### src/design/pred_pkg.sv
`default_nettype none

package pred_pkg;

	//##################################################
	// geometry
	//##################################################
	localparam int PIX_W = 8; // luma sample width.
	localparam int BLK = 4; // predicted block side.
	localparam int WIN = BLK + 1; // reference window side.
	localparam int FRAC_W = 3; // eighth-pel fraction.
	localparam int ROW_W = $clog2(BLK); // row index inside a block.
	localparam int ADDR_W = 5; // default store depth, 32 blocks.

	// stages between a row step and its store write.
	localparam int INTERP_LAT = 2;

	//##################################################
	// pixel types
	//##################################################
	typedef logic [PIX_W-1:0] pixel_t;

	// pixel c of a row sits at bits [c*PIX_W +: PIX_W].
	typedef logic [WIN*PIX_W-1:0] win_row_t;
	typedef logic [BLK*PIX_W-1:0] blk_row_t;

endpackage

`default_nettype wire

### src/design/pred_step_if.sv
`timescale 1ns/10ps
`default_nettype none

interface pred_step_if #(
	parameter int ADDR_W = pred_pkg::ADDR_W
) ();

	logic step_valid; // one strobe per block row.
	logic [pred_pkg::ROW_W-1:0] row;
	logic [ADDR_W-1:0] blk_addr;
	logic [pred_pkg::FRAC_W-1:0] frac_x;
	logic [pred_pkg::FRAC_W-1:0] frac_y;

	// fsm and step counter each drive their own part.
	modport ctrl (
		output step_valid, row, blk_addr, frac_x, frac_y
	);

	modport win (
		input row
	);

	modport interp (
		input step_valid, row, blk_addr, frac_x, frac_y
	);

endinterface

`default_nettype wire

### src/design/ref_window.sv
`timescale 1ns/10ps
`default_nettype none

module ref_window (
	input wire logic clk,
	input wire logic row_wr_i,
	input wire logic [2:0] row_idx_i,
	input wire pred_pkg::win_row_t row_data_i,
	pred_step_if.win step,
	output pred_pkg::win_row_t top_row_o,
	output pred_pkg::win_row_t bot_row_o
);

	//##################################################
	// window storage
	//##################################################
	pred_pkg::win_row_t rows [pred_pkg::WIN];

	logic [2:0] top_idx;
	logic [2:0] bot_idx;

	// indices past the last window row are dropped.
	always_ff @(posedge clk) begin
		if (row_wr_i && (row_idx_i < 3'(pred_pkg::WIN))) begin
			rows[row_idx_i] <= row_data_i;
		end
	end

	//##################################################
	// two-row read for the current step
	//##################################################
	assign top_idx = {1'b0, step.row};
	assign bot_idx = top_idx + 3'd1;

	// bilinear needs rows r and r+1 in the same cycle.
	assign top_row_o = rows[top_idx];
	assign bot_row_o = rows[bot_idx];

endmodule

`default_nettype wire

### src/flat_wrapper.sv
// flat-port wrapper written by rule: the top's interface ports become plain ports
module ref_window_flat 
  (clk, row_wr_i, row_idx_i, row_data_i, top_row_o, bot_row_o, step_row);
  pred_step_if step_i ();
  input wire logic clk;
  input wire logic row_wr_i;
  input wire logic [2:0] row_idx_i;
  input wire pred_pkg::win_row_t row_data_i;
  output pred_pkg::win_row_t top_row_o;
  output pred_pkg::win_row_t bot_row_o;
  input wire logic [$bits(step_i.row)-1:0] step_row;
  assign step_i.row = step_row;
  ref_window u_core (.clk(clk), .row_wr_i(row_wr_i), .row_idx_i(row_idx_i), .row_data_i(row_data_i), .step(step_i), .top_row_o(top_row_o), .bot_row_o(bot_row_o));
endmodule
### config.mk
export PLATFORM = sky130hd
export DESIGN_NAME = ref_window_flat
export DESIGN_NICKNAME = d
export VERILOG_FILES = /design/src/design/pred_pkg.sv /design/src/design/pred_step_if.sv /design/src/design/ref_window.sv /design/src/flat_wrapper.sv
export SDC_FILE = /design/constraint.sdc
export NUM_CORES = 1
export LEC_CHECK = 0
export ABC_AREA = 0
export BUFFER_PORTS_ARGS = -buffer_cell sky130_fd_sc_hd__buf_4
export CORE_UTILIZATION = 42
export CTS_CLUSTER_DIAMETER = 200
export DETAILED_ROUTE_END_ITERATION = 6
export PLACE_DENSITY_LB_ADDON = 0.2
export SYNTH_ARGS = -nofsm -noshare
export SYNTH_HDL_FRONTEND = slang
export SYNTH_SLANG_ARGS = --single-unit
### constraint.sdc
create_clock -name clk -period 3.7 [get_ports clk]
set_input_delay 0.185 -clock clk [delete_from_list [all_inputs] [get_ports clk]]
set_output_delay 0.185 -clock clk [all_outputs]
set_load 0.03 [all_outputs]
; ---- Yosys cells after proc, flatten, opt, wreduce, memory -nomap -nowiden
; Memory sizes are Yosys's and may differ from the RTL's.
; Index checks and enable logic that the tools add are counted.
[classes]
n_reduce_logical = 1
n_mux = 2
multipliers = 0
n_div = 0
n_eq_ne = 0
bitwise_logic = 0
shifts = 0
add_sub_neg = 1
magnitude_cmp = 1
[ops]
columns = operator, n
row1 = $add A2 B1 Y3 const B, 1
row2 = $lt A3 B3 Y1 const B, 1
row3 = $mux W1, 2
row4 = $logic_and A1 B1 Y1, 1
[totals]
register_bits = 0
latch_bits = 0
elab_cells = 6
romBits = 0
ramBits = 200
mem_count = 1
out_inout_bits = 80
in_bits = 47
[mem_list]
columns = memory, depth, width, read_ports, rd_clocked_by_memory_dff, write_ports, line_no
row1 = u_core.rows, 5, 40, 2, 0, 1, ref_window.sv:17  ; pred_pkg::win_row_t rows [pred_pkg::WIN];

; ---- Depth between registers and ports, before layout
[logic_depth]
ltp_word = 4
mapped_depth = 6
ltp_nobuf = 4

; ---- Worst setup path after synthesis
; No wires, ideal clock.
[synth_path]
kind = in2reg
from = in row_wr_i
to = mem u_core.rows[0][0] in the netlist's numbering (enable)
cell_stages = 2
path_slack_ns = -0.159
required_ns = 3.204
arrival_time_ns = 3.363
path_cell_list = nor2b_1 -> nor3b_1
[synth_between]
elab_chain_len = 3
[synth_rtl]
columns = item, line_no
row1 = from (decl), flat_wrapper.sv:6  ; input wire logic row_wr_i;
row2 = $logic_and A1 B1 Y1, ref_window.sv:24  ; if (row_wr_i && (row_idx_i < 3'(pred_pkg::WIN))) begin
row3 = $mux W1, ref_window.sv:24
row4 = $mux W1 (not written as such), ref_window.sv:25  ; rows[row_idx_i] <= row_data_i;
row5 = to (decl), ref_window.sv:17
; Every way passes these cells.

; ---- Worst setup path in the final report
[layout_path]
from = in step_row[1]
to = out bot_row_o[28]
[layout_between]
elab_chain_len = 2
[layout_rtl]
columns = item, line_no
row1 = from (decl), flat_wrapper.sv:11  ; input wire logic [$bits(step_i.row)-1:0] step_row;
row2 = $add A2 B1 Y3, ref_window.sv:33  ; assign bot_idx = top_idx + 3'd1;
row3 = $mem_v2 Z5 W40, -
row4 = to (decl), flat_wrapper.sv:10  ; output pred_pkg::win_row_t bot_row_o;
; Every way passes these cells.

==> impl_metrics.py <==
metrics = {
    "routing": {
        "drt-vias-per-instance": 5.41,
        "drc": 0,
        "totalWireLength_mm": 19.2,
        "drt-initial-drc-count": 278,
        "detail_route.first_pass.iterations": 4,
        "routedWlPerCell_um": 20.6,
        "vias": 5041,
        "final_antenna_net_count": 0,
    },
    "placement": {
        "placed_cells": 859,
        "dp_hpwl_mm": 10.9,
        "io_buffer_count": 126,
        "dpl_cell_area_um2": 9870,
        "gp_congestion": 0.708,
    },
    "hold_path": {
        "hold_start": "row_idx_i[0]",
        "min_to": "u_core.rows[2][8]",
        "hold_path.class": "in2reg",
        "hold_depth": 2,
    },
    "floorplan": {
        "dieArea_um2": 21200,
        "fp.dieW_um": 146,
        "num_rows": 52,
        "initial_core_util_pct": 42.8,
        "die_h_um": 146,
        "core_area_um2": 20200,
        "num_io_pins": 127,
    },
    "setup_path": {
        "arrival_ns": 2.18,
        "worstSetupStartpointType": "primary input",
        "worstSetupPathType": "in2out",
        "critPathRequiredTime_ns": 3.51,
        "end_kind": "output pin",
        "crit_fanout": 41,
    },
    "clock_network": {
        "cts_hold_buf": 40,
        "postCtsSetupRepairBufs": 0,
        "clk_pin_slew_ns": 0.07,
        "cts-root-buf": "clkbuf_16",
        "htreeDepth": 4,
        "cts_made_buffers": 17,
        "cts_resized": 0,
        "cts_tree": "done",
        "cts_buffer_depth": 2,
        "clock_sinks": 200,
    },
    "power": {
        "p_leak_nw": 3.85,
        "power-per-cell-area_nw_per_um2": 471,
        "irDropWorstVdd_uv": 318,
        "finalPower_mw": 5.10,
    },
    "logic_synthesis": {
        "syn-num-nets": 534,
        "yosys.area.top_type_share_pct": 69.3,
        "ys_top_cells_by_count": "edfxtp_1 (200), nor2b_1 (41)",
        "syn_avg_cell_area_um2": 17.8,
        "async_reset_ff_share_pct": 0,
        "yosysSeqAreaShare_pct": 69.3,
        "synth_edf_count": 200,
        "yosysUniqueCellTypes": 22,
        "yosys_register_bits": 200,
        "synth-main-ff-cell": "edfxtp_1",
        "synth.most_common_cell": "edfxtp_1",
        "synth_area_um2": 8670,
        "yosys.area.top_type": "edfxtp_1",
        "synthTopCellsByArea": "edfxtp_1 (69%), mux4_2 (10%), mux2i_1 (4.6%)",
        "synthCells": 486,
        "yosysWarnings": 0,
    },
    "outcome": {
        "status": "complete, no violations",
    },
    "timing": {
        "fmax_mhz": 422,
        "rsz0062_at_grt": "false",
        "finalSetupViolCount": 0,
        "tns_ns": 0,
        "period_needed_ns": 2.37,
        "hold_violations": 0,
        "slew_viol_final": 0,
        "slew_headroom_pct": 32.2,
        "fin_crit_sh_pct": 64.0,
        "worstMarginPinSlew_ns": 1.02,
    },
    "layout": {
        "fin_util_pct": 53.5,
        "ff_latch_area_um2": 6010,
        "layout-drive-gt1-share_pct": 33.0,
        "largest_reg_flops": 200,
        "fin_nets": 696,
        "largest-register": "u_core.rows",
        "top_regs": "u_core.rows (200)",
        "multi_input_area_um2": 2330,
        "areaGrowthSynthToFinish_pct": 25.0,
        "fin_cells": 931,
        "fill_cells": 1651,
        "finish.instance_area_um2": 10800,
        "n_antenna_cell": 0,
    },
    "global_route": {
        "grt_pass1_wl_mm": 29.6,
        "grt_overflow": 0,
        "grt_max_degree": 161,
        "track_usage_pct": 18.8,
        "grt_pass1_vias": 5236,
        "antenna_found_initial": 0,
    },
    "run": {
        "cap_viol_max_count": 0,
    },
}
[placed cells by master, fill, tap and decap left out, drive strengths merged, types with 19 or more instances in the layout]
| cell type | count |
|---|---|
| dlygate4sd3 | 40 |
| clkbuf | 19 |
| mux4 | 40 |
| edfxtp | 200 |
| inv | 43 |
| a211oi | 40 |
| a221oi | 40 |
| buf | 138 |
| mux2i | 40 |
| nor2b | 41 |
[metrics by stage]
stage | hold WS (ns) | setup WS (ns)
global route | 0.201 | 1.19
finish | 0.198 | 1.33
global placement | 0.392 | 1.26
floorplan | 0.284 | 0.202
detailed placement | 0.397 | 1.29
CTS | 0.185 | 1.29
[how the worst max path moves through the flow]
stage                             from                 to  cells after the start
after global routing       step_row[1]      bot_row_o[24]                      7
after detailed placement   step_row[1]      bot_row_o[20]                      7
final                      step_row[1]      bot_row_o[28]                      7
after floorplan           row_idx_i[0]  u_core.rows[4][0]                      1
after CTS                  step_row[1]      bot_row_o[20]                      7
after global placement     step_row[1]      bot_row_o[20]                      7
[kinds of logic after synthesis]
| group | after synthesis | synth area share (%) |
|---|---|---|
| AOI/OAI and AO/OA | 80 | 7.72 |
| adders and majority gates | 1 | 0.144 |
| buffers and inverters | 75 | 4.29 |
| DFF | 200 | 69.3 |
| muxes | 80 | 15.0 |
| and+or+nand+nor | 50 | 3.52 |
[critical path, stage by stage]
cell      delay (ns)
buf_4           0.12
ha_2            0.16
buf_4           0.33
nor2_4          0.63
buf_4           0.36
a221oi_1        0.15
buf_4           0.23
[power by group]
part | internal (mW) | switching, mW
Sequential | 2.57 | 0.0280
Combinational | 0.308 | 0.457
Clock | 0.936 | 0.803
Total | 3.81 | 1.29
[layer usage]
metal  GRT usage, %  part of all wire [%]
met3           4.58                   5.3
met5              0                     0
met1           24.2                    43
met2           31.7                    50
met4           5.74                   1.3
[layout make-up]
type / count / share of cell area (%)
inverter: 40 / 1.39
multi-input combinational: 211 / 21.5
clock inverter: 13 / 1.13
clock buffer: 19 / 4.00
tap: 270 / 3.12
timing repair buffer: 178 / 13.4
sequential: 200 / 55.5
No activity file was read; power rests on OpenSTA's default activity.
