$ cat src/design/pred_pkg.sv
`default_nettype none

package pred_pkg;

	//##################################################
	// geometry
	//##################################################
	localparam int PIX_W = 8; // luma sample width.
	localparam int BLK = 4; // predicted block side.
	localparam int WIN = BLK + 1; // reference window side.
	localparam int FRAC_W = 3; // eighth-pel fraction.
	localparam int ROW_W = $clog2(BLK); // row index inside a block.
	localparam int ADDR_W = 5; // default store depth, 32 blocks.

	// stages between a row step and its store write.
	localparam int INTERP_LAT = 2;

	//##################################################
	// pixel types
	//##################################################
	typedef logic [PIX_W-1:0] pixel_t;

	// pixel c of a row sits at bits [c*PIX_W +: PIX_W].
	typedef logic [WIN*PIX_W-1:0] win_row_t;
	typedef logic [BLK*PIX_W-1:0] blk_row_t;

endpackage

`default_nettype wire

$ cat src/design/pred_step_if.sv
`timescale 1ns/10ps
`default_nettype none

interface pred_step_if #(
	parameter int ADDR_W = pred_pkg::ADDR_W
) ();

	logic step_valid; // one strobe per block row.
	logic [pred_pkg::ROW_W-1:0] row;
	logic [ADDR_W-1:0] blk_addr;
	logic [pred_pkg::FRAC_W-1:0] frac_x;
	logic [pred_pkg::FRAC_W-1:0] frac_y;

	// fsm and step counter each drive their own part.
	modport ctrl (
		output step_valid, row, blk_addr, frac_x, frac_y
	);

	modport win (
		input row
	);

	modport interp (
		input step_valid, row, blk_addr, frac_x, frac_y
	);

endinterface

`default_nettype wire

$ cat src/design/pred_wr_if.sv
`timescale 1ns/10ps
`default_nettype none

interface pred_wr_if #(
	parameter int ADDR_W = pred_pkg::ADDR_W
) ();

	logic wr; // write strobe for one block row.
	logic [pred_pkg::ROW_W-1:0] row;
	logic [ADDR_W-1:0] blk_addr;
	pred_pkg::blk_row_t pix;

	modport src (
		output wr, row, blk_addr, pix
	);

	modport dst (
		input wr, row, blk_addr, pix
	);

endinterface

`default_nettype wire

$ cat src/design/bilinear_interp.sv
`timescale 1ns/10ps
`default_nettype none

module bilinear_interp #(
	parameter int ADDR_W = pred_pkg::ADDR_W
) (
	input wire logic clk,
	input wire logic rst_i,
	pred_step_if.interp step,
	input wire pred_pkg::win_row_t top_row_i,
	input wire pred_pkg::win_row_t bot_row_i,
	pred_wr_if.src wr
);

	localparam int PW = pred_pkg::PIX_W;
	localparam int BLK = pred_pkg::BLK;
	localparam int FW = pred_pkg::FRAC_W;
	localparam int WT_W = 2*FW + 1; // weight product, up to 64.
	localparam int PROD_W = PW + WT_W;
	localparam int SUM_W = PROD_W + 2;
	localparam int SHIFT = 2*FW;
	localparam logic [FW:0] FULL = 1 << FW;
	localparam logic [SUM_W-1:0] ROUND = 1 << (SHIFT - 1);

	logic [FW:0] wx0;
	logic [FW:0] wx1;
	logic [FW:0] wy0;
	logic [FW:0] wy1;
	logic [WT_W-1:0] w_a;
	logic [WT_W-1:0] w_b;
	logic [WT_W-1:0] w_c;
	logic [WT_W-1:0] w_d;

	logic [PROD_W-1:0] prod_q [BLK][4];
	logic [SUM_W-1:0] sum [BLK];
	logic vld_q;
	logic [pred_pkg::ROW_W-1:0] row_q;
	logic [ADDR_W-1:0] addr_q;

	assign wx1 = {1'b0, step.frac_x};
	assign wx0 = FULL - wx1;
	assign wy1 = {1'b0, step.frac_y};
	assign wy0 = FULL - wy1;

	assign w_a = wx0 * wy0;
	assign w_b = wx1 * wy0;
	assign w_c = wx0 * wy1;
	assign w_d = wx1 * wy1; // weights always add up to 64.

	//##################################################
	// stage one: corner products
	//##################################################
	always_ff @(posedge clk) begin
		for (int c = 0; c < BLK; c++) begin
			prod_q[c][0] <= top_row_i[c*PW +: PW] * w_a;
			prod_q[c][1] <= top_row_i[(c+1)*PW +: PW] * w_b;
			prod_q[c][2] <= bot_row_i[c*PW +: PW] * w_c;
			prod_q[c][3] <= bot_row_i[(c+1)*PW +: PW] * w_d;
		end
		row_q <= step.row;
		addr_q <= step.blk_addr;
	end

	//##################################################
	// stage two: sum, round and scale
	//##################################################
	always_comb begin
		for (int c = 0; c < BLK; c++) begin
			sum[c] = prod_q[c][0] + prod_q[c][1] + prod_q[c][2] + prod_q[c][3] + ROUND;
		end
	end

	always_ff @(posedge clk) begin
		for (int c = 0; c < BLK; c++) begin
			wr.pix[c*PW +: PW] <= sum[c][SHIFT +: PW];
		end
		wr.row <= row_q;
		wr.blk_addr <= addr_q;
	end

	always_ff @(posedge clk) begin
		if (rst_i) begin
			vld_q <= 1'b0;
			wr.wr <= 1'b0;
		end else begin
			vld_q <= step.step_valid;
			wr.wr <= vld_q;
		end
	end

endmodule

`default_nettype wire

$ cat src/flat_wrapper.sv
// flat-port wrapper written by rule: the top's interface ports become plain ports
module bilinear_interp_flat 
#(
	parameter int ADDR_W = pred_pkg::ADDR_W
)
  (clk, rst_i, top_row_i, bot_row_i, step_step_valid, step_row, step_blk_addr, step_frac_x, step_frac_y, wr_wr, wr_row, wr_blk_addr, wr_pix);
  pred_step_if #(.ADDR_W(ADDR_W)) step_i ();
  pred_wr_if #(.ADDR_W(ADDR_W)) wr_i ();
  input wire logic clk;
  input wire logic rst_i;
  input wire pred_pkg::win_row_t top_row_i;
  input wire pred_pkg::win_row_t bot_row_i;
  input wire logic [$bits(step_i.step_valid)-1:0] step_step_valid;
  input wire logic [$bits(step_i.row)-1:0] step_row;
  input wire logic [$bits(step_i.blk_addr)-1:0] step_blk_addr;
  input wire logic [$bits(step_i.frac_x)-1:0] step_frac_x;
  input wire logic [$bits(step_i.frac_y)-1:0] step_frac_y;
  output wire logic [$bits(wr_i.wr)-1:0] wr_wr;
  output wire logic [$bits(wr_i.row)-1:0] wr_row;
  output wire logic [$bits(wr_i.blk_addr)-1:0] wr_blk_addr;
  output wire logic [$bits(wr_i.pix)-1:0] wr_pix;
  assign step_i.step_valid = step_step_valid;
  assign step_i.row = step_row;
  assign step_i.blk_addr = step_blk_addr;
  assign step_i.frac_x = step_frac_x;
  assign step_i.frac_y = step_frac_y;
  assign wr_wr = wr_i.wr;
  assign wr_row = wr_i.row;
  assign wr_blk_addr = wr_i.blk_addr;
  assign wr_pix = wr_i.pix;
  bilinear_interp #(.ADDR_W(ADDR_W)) u_core (.clk(clk), .rst_i(rst_i), .step(step_i), .top_row_i(top_row_i), .bot_row_i(bot_row_i), .wr(wr_i));
endmodule
$ cat config.mk
export PLATFORM = sky130hd
export DESIGN_NAME = bilinear_interp_flat
export DESIGN_NICKNAME = d
export VERILOG_FILES = /design/src/design/pred_pkg.sv /design/src/design/pred_step_if.sv /design/src/design/pred_wr_if.sv /design/src/design/bilinear_interp.sv /design/src/flat_wrapper.sv
export SDC_FILE = /design/constraint.sdc
export NUM_CORES = 2
export LEC_CHECK = 0
export BUFFER_PORTS_ARGS = -buffer_cell sky130_fd_sc_hd__buf_2
export CORE_MARGIN = 2
export CORE_UTILIZATION = 46
export CTS_CLUSTER_DIAMETER = 100
export DETAILED_ROUTE_END_ITERATION = 16
export PLACE_DENSITY_LB_ADDON = 0.12
export SYNTH_ARGS = -nofsm -noshare
export SYNTH_HDL_FRONTEND = slang
export SYNTH_SLANG_ARGS = --single-unit
export TNS_END_PERCENT = 1
$ cat constraint.sdc
create_clock -name clk -period 9.6 [get_ports clk]
set_input_delay 1.92 -clock clk [delete_from_list [all_inputs] [get_ports clk]]
set_output_delay 1.92 -clock clk [all_outputs]
set_load 0.01 [all_outputs]
Word-level counts from Yosys, hierarchy flattened --
Memories as Yosys holds them, arrays and structs flattened. Cells that the tools add are included.
Storage, ports and cells: bits in read-only memories 0, bits in writable memories 240, memories 1, logic and storage cells 46, latch bits 0, input bits 96, flip-flop bits (word level) 48
Memories:
- u_core.prod_q | words 4, bits a word 60, read ports 4, clocked after Yosys merged registers in 0, write ports 4, line bilinear_interp.sv:34 | logic [PROD_W-1:0] prod_q [BLK][4];
Operators by class: bitwise operators 0, divide/modulo/power cells 0, muxes and demuxes 0, equality and inequality tests 0, add/sub/neg operators 18, reductions and logical operators 0, $lt $le $gt $ge 0, multipliers 20, shift-type cells 0
Operators with widths (count):
- $mul A8 B7 Y15 | 16
- $add A14 B14 Y14 | 12
- $add A14 B6 Y14 const B | 4
- $sub A4 B3 Y4 const A | 2
- $mul A3 B4 Y7 | 1
- $mul A4 B3 Y7 | 1
- $mul A4 B4 Y7 | 1
- $mul A3 B3 Y6 | 1

Logic depth before layout (Yosys ltp) --
An unclocked memory read counts as a cell.
depth after elaboration 5, depth in mapped cells 31, mapped depth without buffers 28

Worst setup path before layout --
OpenSTA, ideal clock, no wires.
kind in2reg, start point input port step_frac_y[0], end point memory u_core.prod_q[0][56] in the netlist's numbering, setup slack 0.884 ns, stages 29, arrival time 8.644 ns, setup time 0.072 ns, cells stage by stage clkbuf_1 -> inv_1 -> ha_1 -> xnor2_1 -> and2_1 -> fa_1 -> fa_1 -> fa_1 -> a21o_1 -> a21oi_1 -> xnor3_2 -> buf_4 -> buf_6 -> and2_1 -> fa_1 -> inv_1 -> fa_1 -> inv_1 -> fa_1 -> inv_1 -> fa_1 -> inv_1 -> ha_1 -> o21a_1 -> nor2_1 -> a211oi_1 -> a211oi_1 -> nor2b_1 -> xnor2_1
RTL lines:
- from (decl) | line flat_wrapper.sv:17 | input wire logic [$bits(step_i.frac_y)-1:0] step_frac_y;
- to (decl) | line bilinear_interp.sv:34

==> impl_metrics.json <==
{
  "status": "finished, final reports clean",
  "setup_tns_ns": 0,
  "worstPathArrival_ns": 9.13,
  "grt-ovfl-total": 0,
  "cts_max_level": 2,
  "synth-simple-area-share_pct": 16.5,
  "slowest_delay_ns": 0.73,
  "whs_ns": 0.327,
  "yosysTopAreaCell": "fa_1",
  "cp-end-kind": "register",
  "path_delay_family": "adder cells",
  "synthAdderAreaFrac_pct": 48.3,
  "dieArea_mm2": 0.0840,
  "vias_per_cell": 5.05,
  "grt_pass1_vias": 28200,
  "grt_first_pass_wirelength_um": 146000,
  "synth_area_mm2": 0.0376,
  "cp_max_fo": 32,
  "postCtsHoldBufs": 0,
  "muxShareOfSynthArea_pct": 0.113,
  "synth_edf_count": 0,
  "slew_viol_final": 0,
  "rsz0062_at_grt": "false",
  "synth_xor_area_share_pct": 5.61,
  "fmax_mhz": 116,
  "path_common_cell": "fa_1",
  "hp-class": "register to register",
  "rows": 104,
  "drt_iter0_drc": 850,
  "synth-seq-area-share_pct": 14.2,
  "drt_wl_total_um": 87200,
  "cts.path.max_buffers": 3,
  "power_leakage_nw": 21.2,
  "min_period_over_period_pct": 90.2,
  "cts_tree": "built",
  "drc": 0,
  "startpoint_type": "input port",
  "post_synth_num_cell_types": 66,
  "setup_viol": 0,
  "gp_congestion": 0.833,
  "synth_top_family_by_area": "adder cells",
  "cp_slowest_cell": "xnor3_2",
  "nets": 5345,
  "wl_per_cell_um": 16.7,
  "numCtsBuffers": 34,
  "ios": 136,
  "ys_seq_elements": 266,
  "grt_max_degree": 44,
  "power_w": 0.0152,
  "path_clk_slew_ns": 0.06,
  "required_ns": 10.08,
  "cap_viol_max_count": 0,
  "root_buffer": "clkbuf_16",
  "ir_drop_mv": 0.569,
  "io_buffers": 135,
  "grt_usage_pct": 21.9,
  "p_per_area_mw_per_mm2": 374,
  "syn_nets": 5257,
  "syn_inst": 4040,
  "die_x_um": 290,
  "ff2ff_path_depth": 10,
  "crit_type": "input port to register",
  "avgSynthCellArea_um2": 9.30,
  "ys_top_cells_by_area": "fa_1 29%, ha_1 19%, dfxtp_1 14%",
  "holdPathStages": 0,
  "ys.flop_type": "dfxtp_1",
  "die_h_um": 290,
  "finClkSkew_ns": 0.0253,
  "ys_warn_count": 0,
  "critical_path_depth": 27,
  "drtAntennaViolNets": 0,
  "hold_violations": 0,
  "drtPass1Iterations": 5,
  "clock_latency_ns": 0.54,
  "cts_sinks": 266,
  "postCtsSetupBuffers": 0,
  "worstMarginPinSlew_ns": 1.13,
  "synth_top_area_share_pct": 29.2,
  "cp.buffers_inverters": 6,
  "relSlewSlack_pct": 24.5,
  "drive_gt1_share_pct": 7.47,
  "dp_hpwl_um": 71400,
  "synth_async_sr_flop_share_pct": 0,
  "antenna_found_initial": 5,
  "cts_resized": 0,
  "start_util_pct": 46.6,
  "fin_crit_ns": 8.66,
  "area_delta_synth_final_pct": 8.33,
  "synth_compound_area_share_pct": 6.91,
  "coreArea_mm2": 0.0807,
  "num_vias": 26300
}
## power by group
part / switching (W) / total, W / internal (W)
clock: 0.000524 / 0.00139 / 0.000868
sequential: 0.000363 / 0.00212 / 0.00176
combinational: 0.00653 / 0.0117 / 0.00518
total: 0.00742 / 0.0152 / 0.00781
## path summary, 6_finish.rpt
check,start,end,slack [ns]
worst max-delay path,step_frac_y[0],u_core.prod_q[1][56],0.94
worst min-delay path,u_core.row_q[0],u_core.wr.row[0],0.33
worst max register to register,u_core.prod_q[0][64],u_core.wr.pix[15],6.11
worst min register to register,u_core.row_q[0],u_core.wr.row[0],0.33
## synthesized netlist by cell type, types with 7 or more instances
cell type	instances
a2111oi_0	9
o211ai_1	10
a21oi_1	107
and3_1	50
fa_1	548
clkbuf_1	128
or3_1	15
a21o_1	38
nand2b_1	24
and2_1	399
a21oi_2	14
xnor2_1	196
nand3_1	21
nor3_1	56
or2_2	9
ha_1	573
a211oi_1	16
nand2_1	464
xor2_1	42
o21ai_0	20
nor2b_1	38
inv_1	707
dfxtp_1	266
nand4_1	8
a2111oi_2	8
o21bai_1	12
o311ai_1	7
nor2_1	110
o311ai_0	7
nor4_1	8
a2111o_1	8
o21a_1	24
o21bai_2	7
## flip-flops by register name, summed over array words and instances, names as in the netlist
register and cells:
u_core.wr.row 2, u_core.wr.blk_addr 5, u_core.addr_q 5, u_core.wr.wr 1
u_core.wr.pix 32, u_core.row_q 2, u_core.prod_q 218, u_core.vld_q 1
## layout make-up
type | count | area [um2]
Fill cell | 7732 | 40000
Sequential cell | 266 | 5330
Timing Repair Buffer | 183 | 1040
Tap cell | 1060 | 1330
Multi-Input combinational cell | 2936 | 29100
Clock inverter | 17 | 258
Clock buffer | 42 | 952
Antenna cell | 3 | 7.51
Inverter | 707 | 2650
## cell usage in the layout (no fill, tap or decap), types with 8 or more instances in the layout
cell,instances
a2111o_1,8
a2111oi_0,9
a2111oi_2,8
a211oi_1,16
a21o_1,38
a21oi_1,107
a21oi_2,14
and2_1,399
and3_1,50
buf_2,135
buf_4,48
clkbuf_16,35
dfxtp_1,266
fa_1,548
ha_1,573
inv_1,707
nand2_1,464
nand2b_1,24
nand3_1,21
nand4_1,8
nor2_1,109
nor2b_1,38
nor3_1,56
nor4_1,8
o211ai_1,10
o21a_1,24
o21ai_0,20
o21bai_1,12
or2_2,9
or3_1,15
xnor2_1,193
xor2_1,38
## logic make-up after synthesis
kind of cell	after synthesis
AND/OR/NAND/NOR	1226
adder cells (fa/ha/maj)	1121
buffers and inverters	838
AO/OA/AOI/OAI	346
flip-flops	266
XOR/XNOR	239
multiplexers	4
## stage by stage
step                std cells  util [%]  setup WS (ns)  area [um2]
floorplan                4040         -          0.884       37600
global placement         5152      48.9          0.474       39500
detailed placement       5152      48.9          0.394       39500
CTS                      5211      50.4          0.968       40700
global route             5211      50.4          0.520       40700
finish                   5214      50.4          0.944       40700
## per-layer routing
layer	up-vias	wire length (um)	global-route usage, %
met4	6	1950	4.91
li1	12800	-	-
met2	288	45300	40.6
met3	90	2370	2.34
met1	13100	37500	27.1
met5	-	38	0
Note: power is estimated with default switching activity, not from simulation.
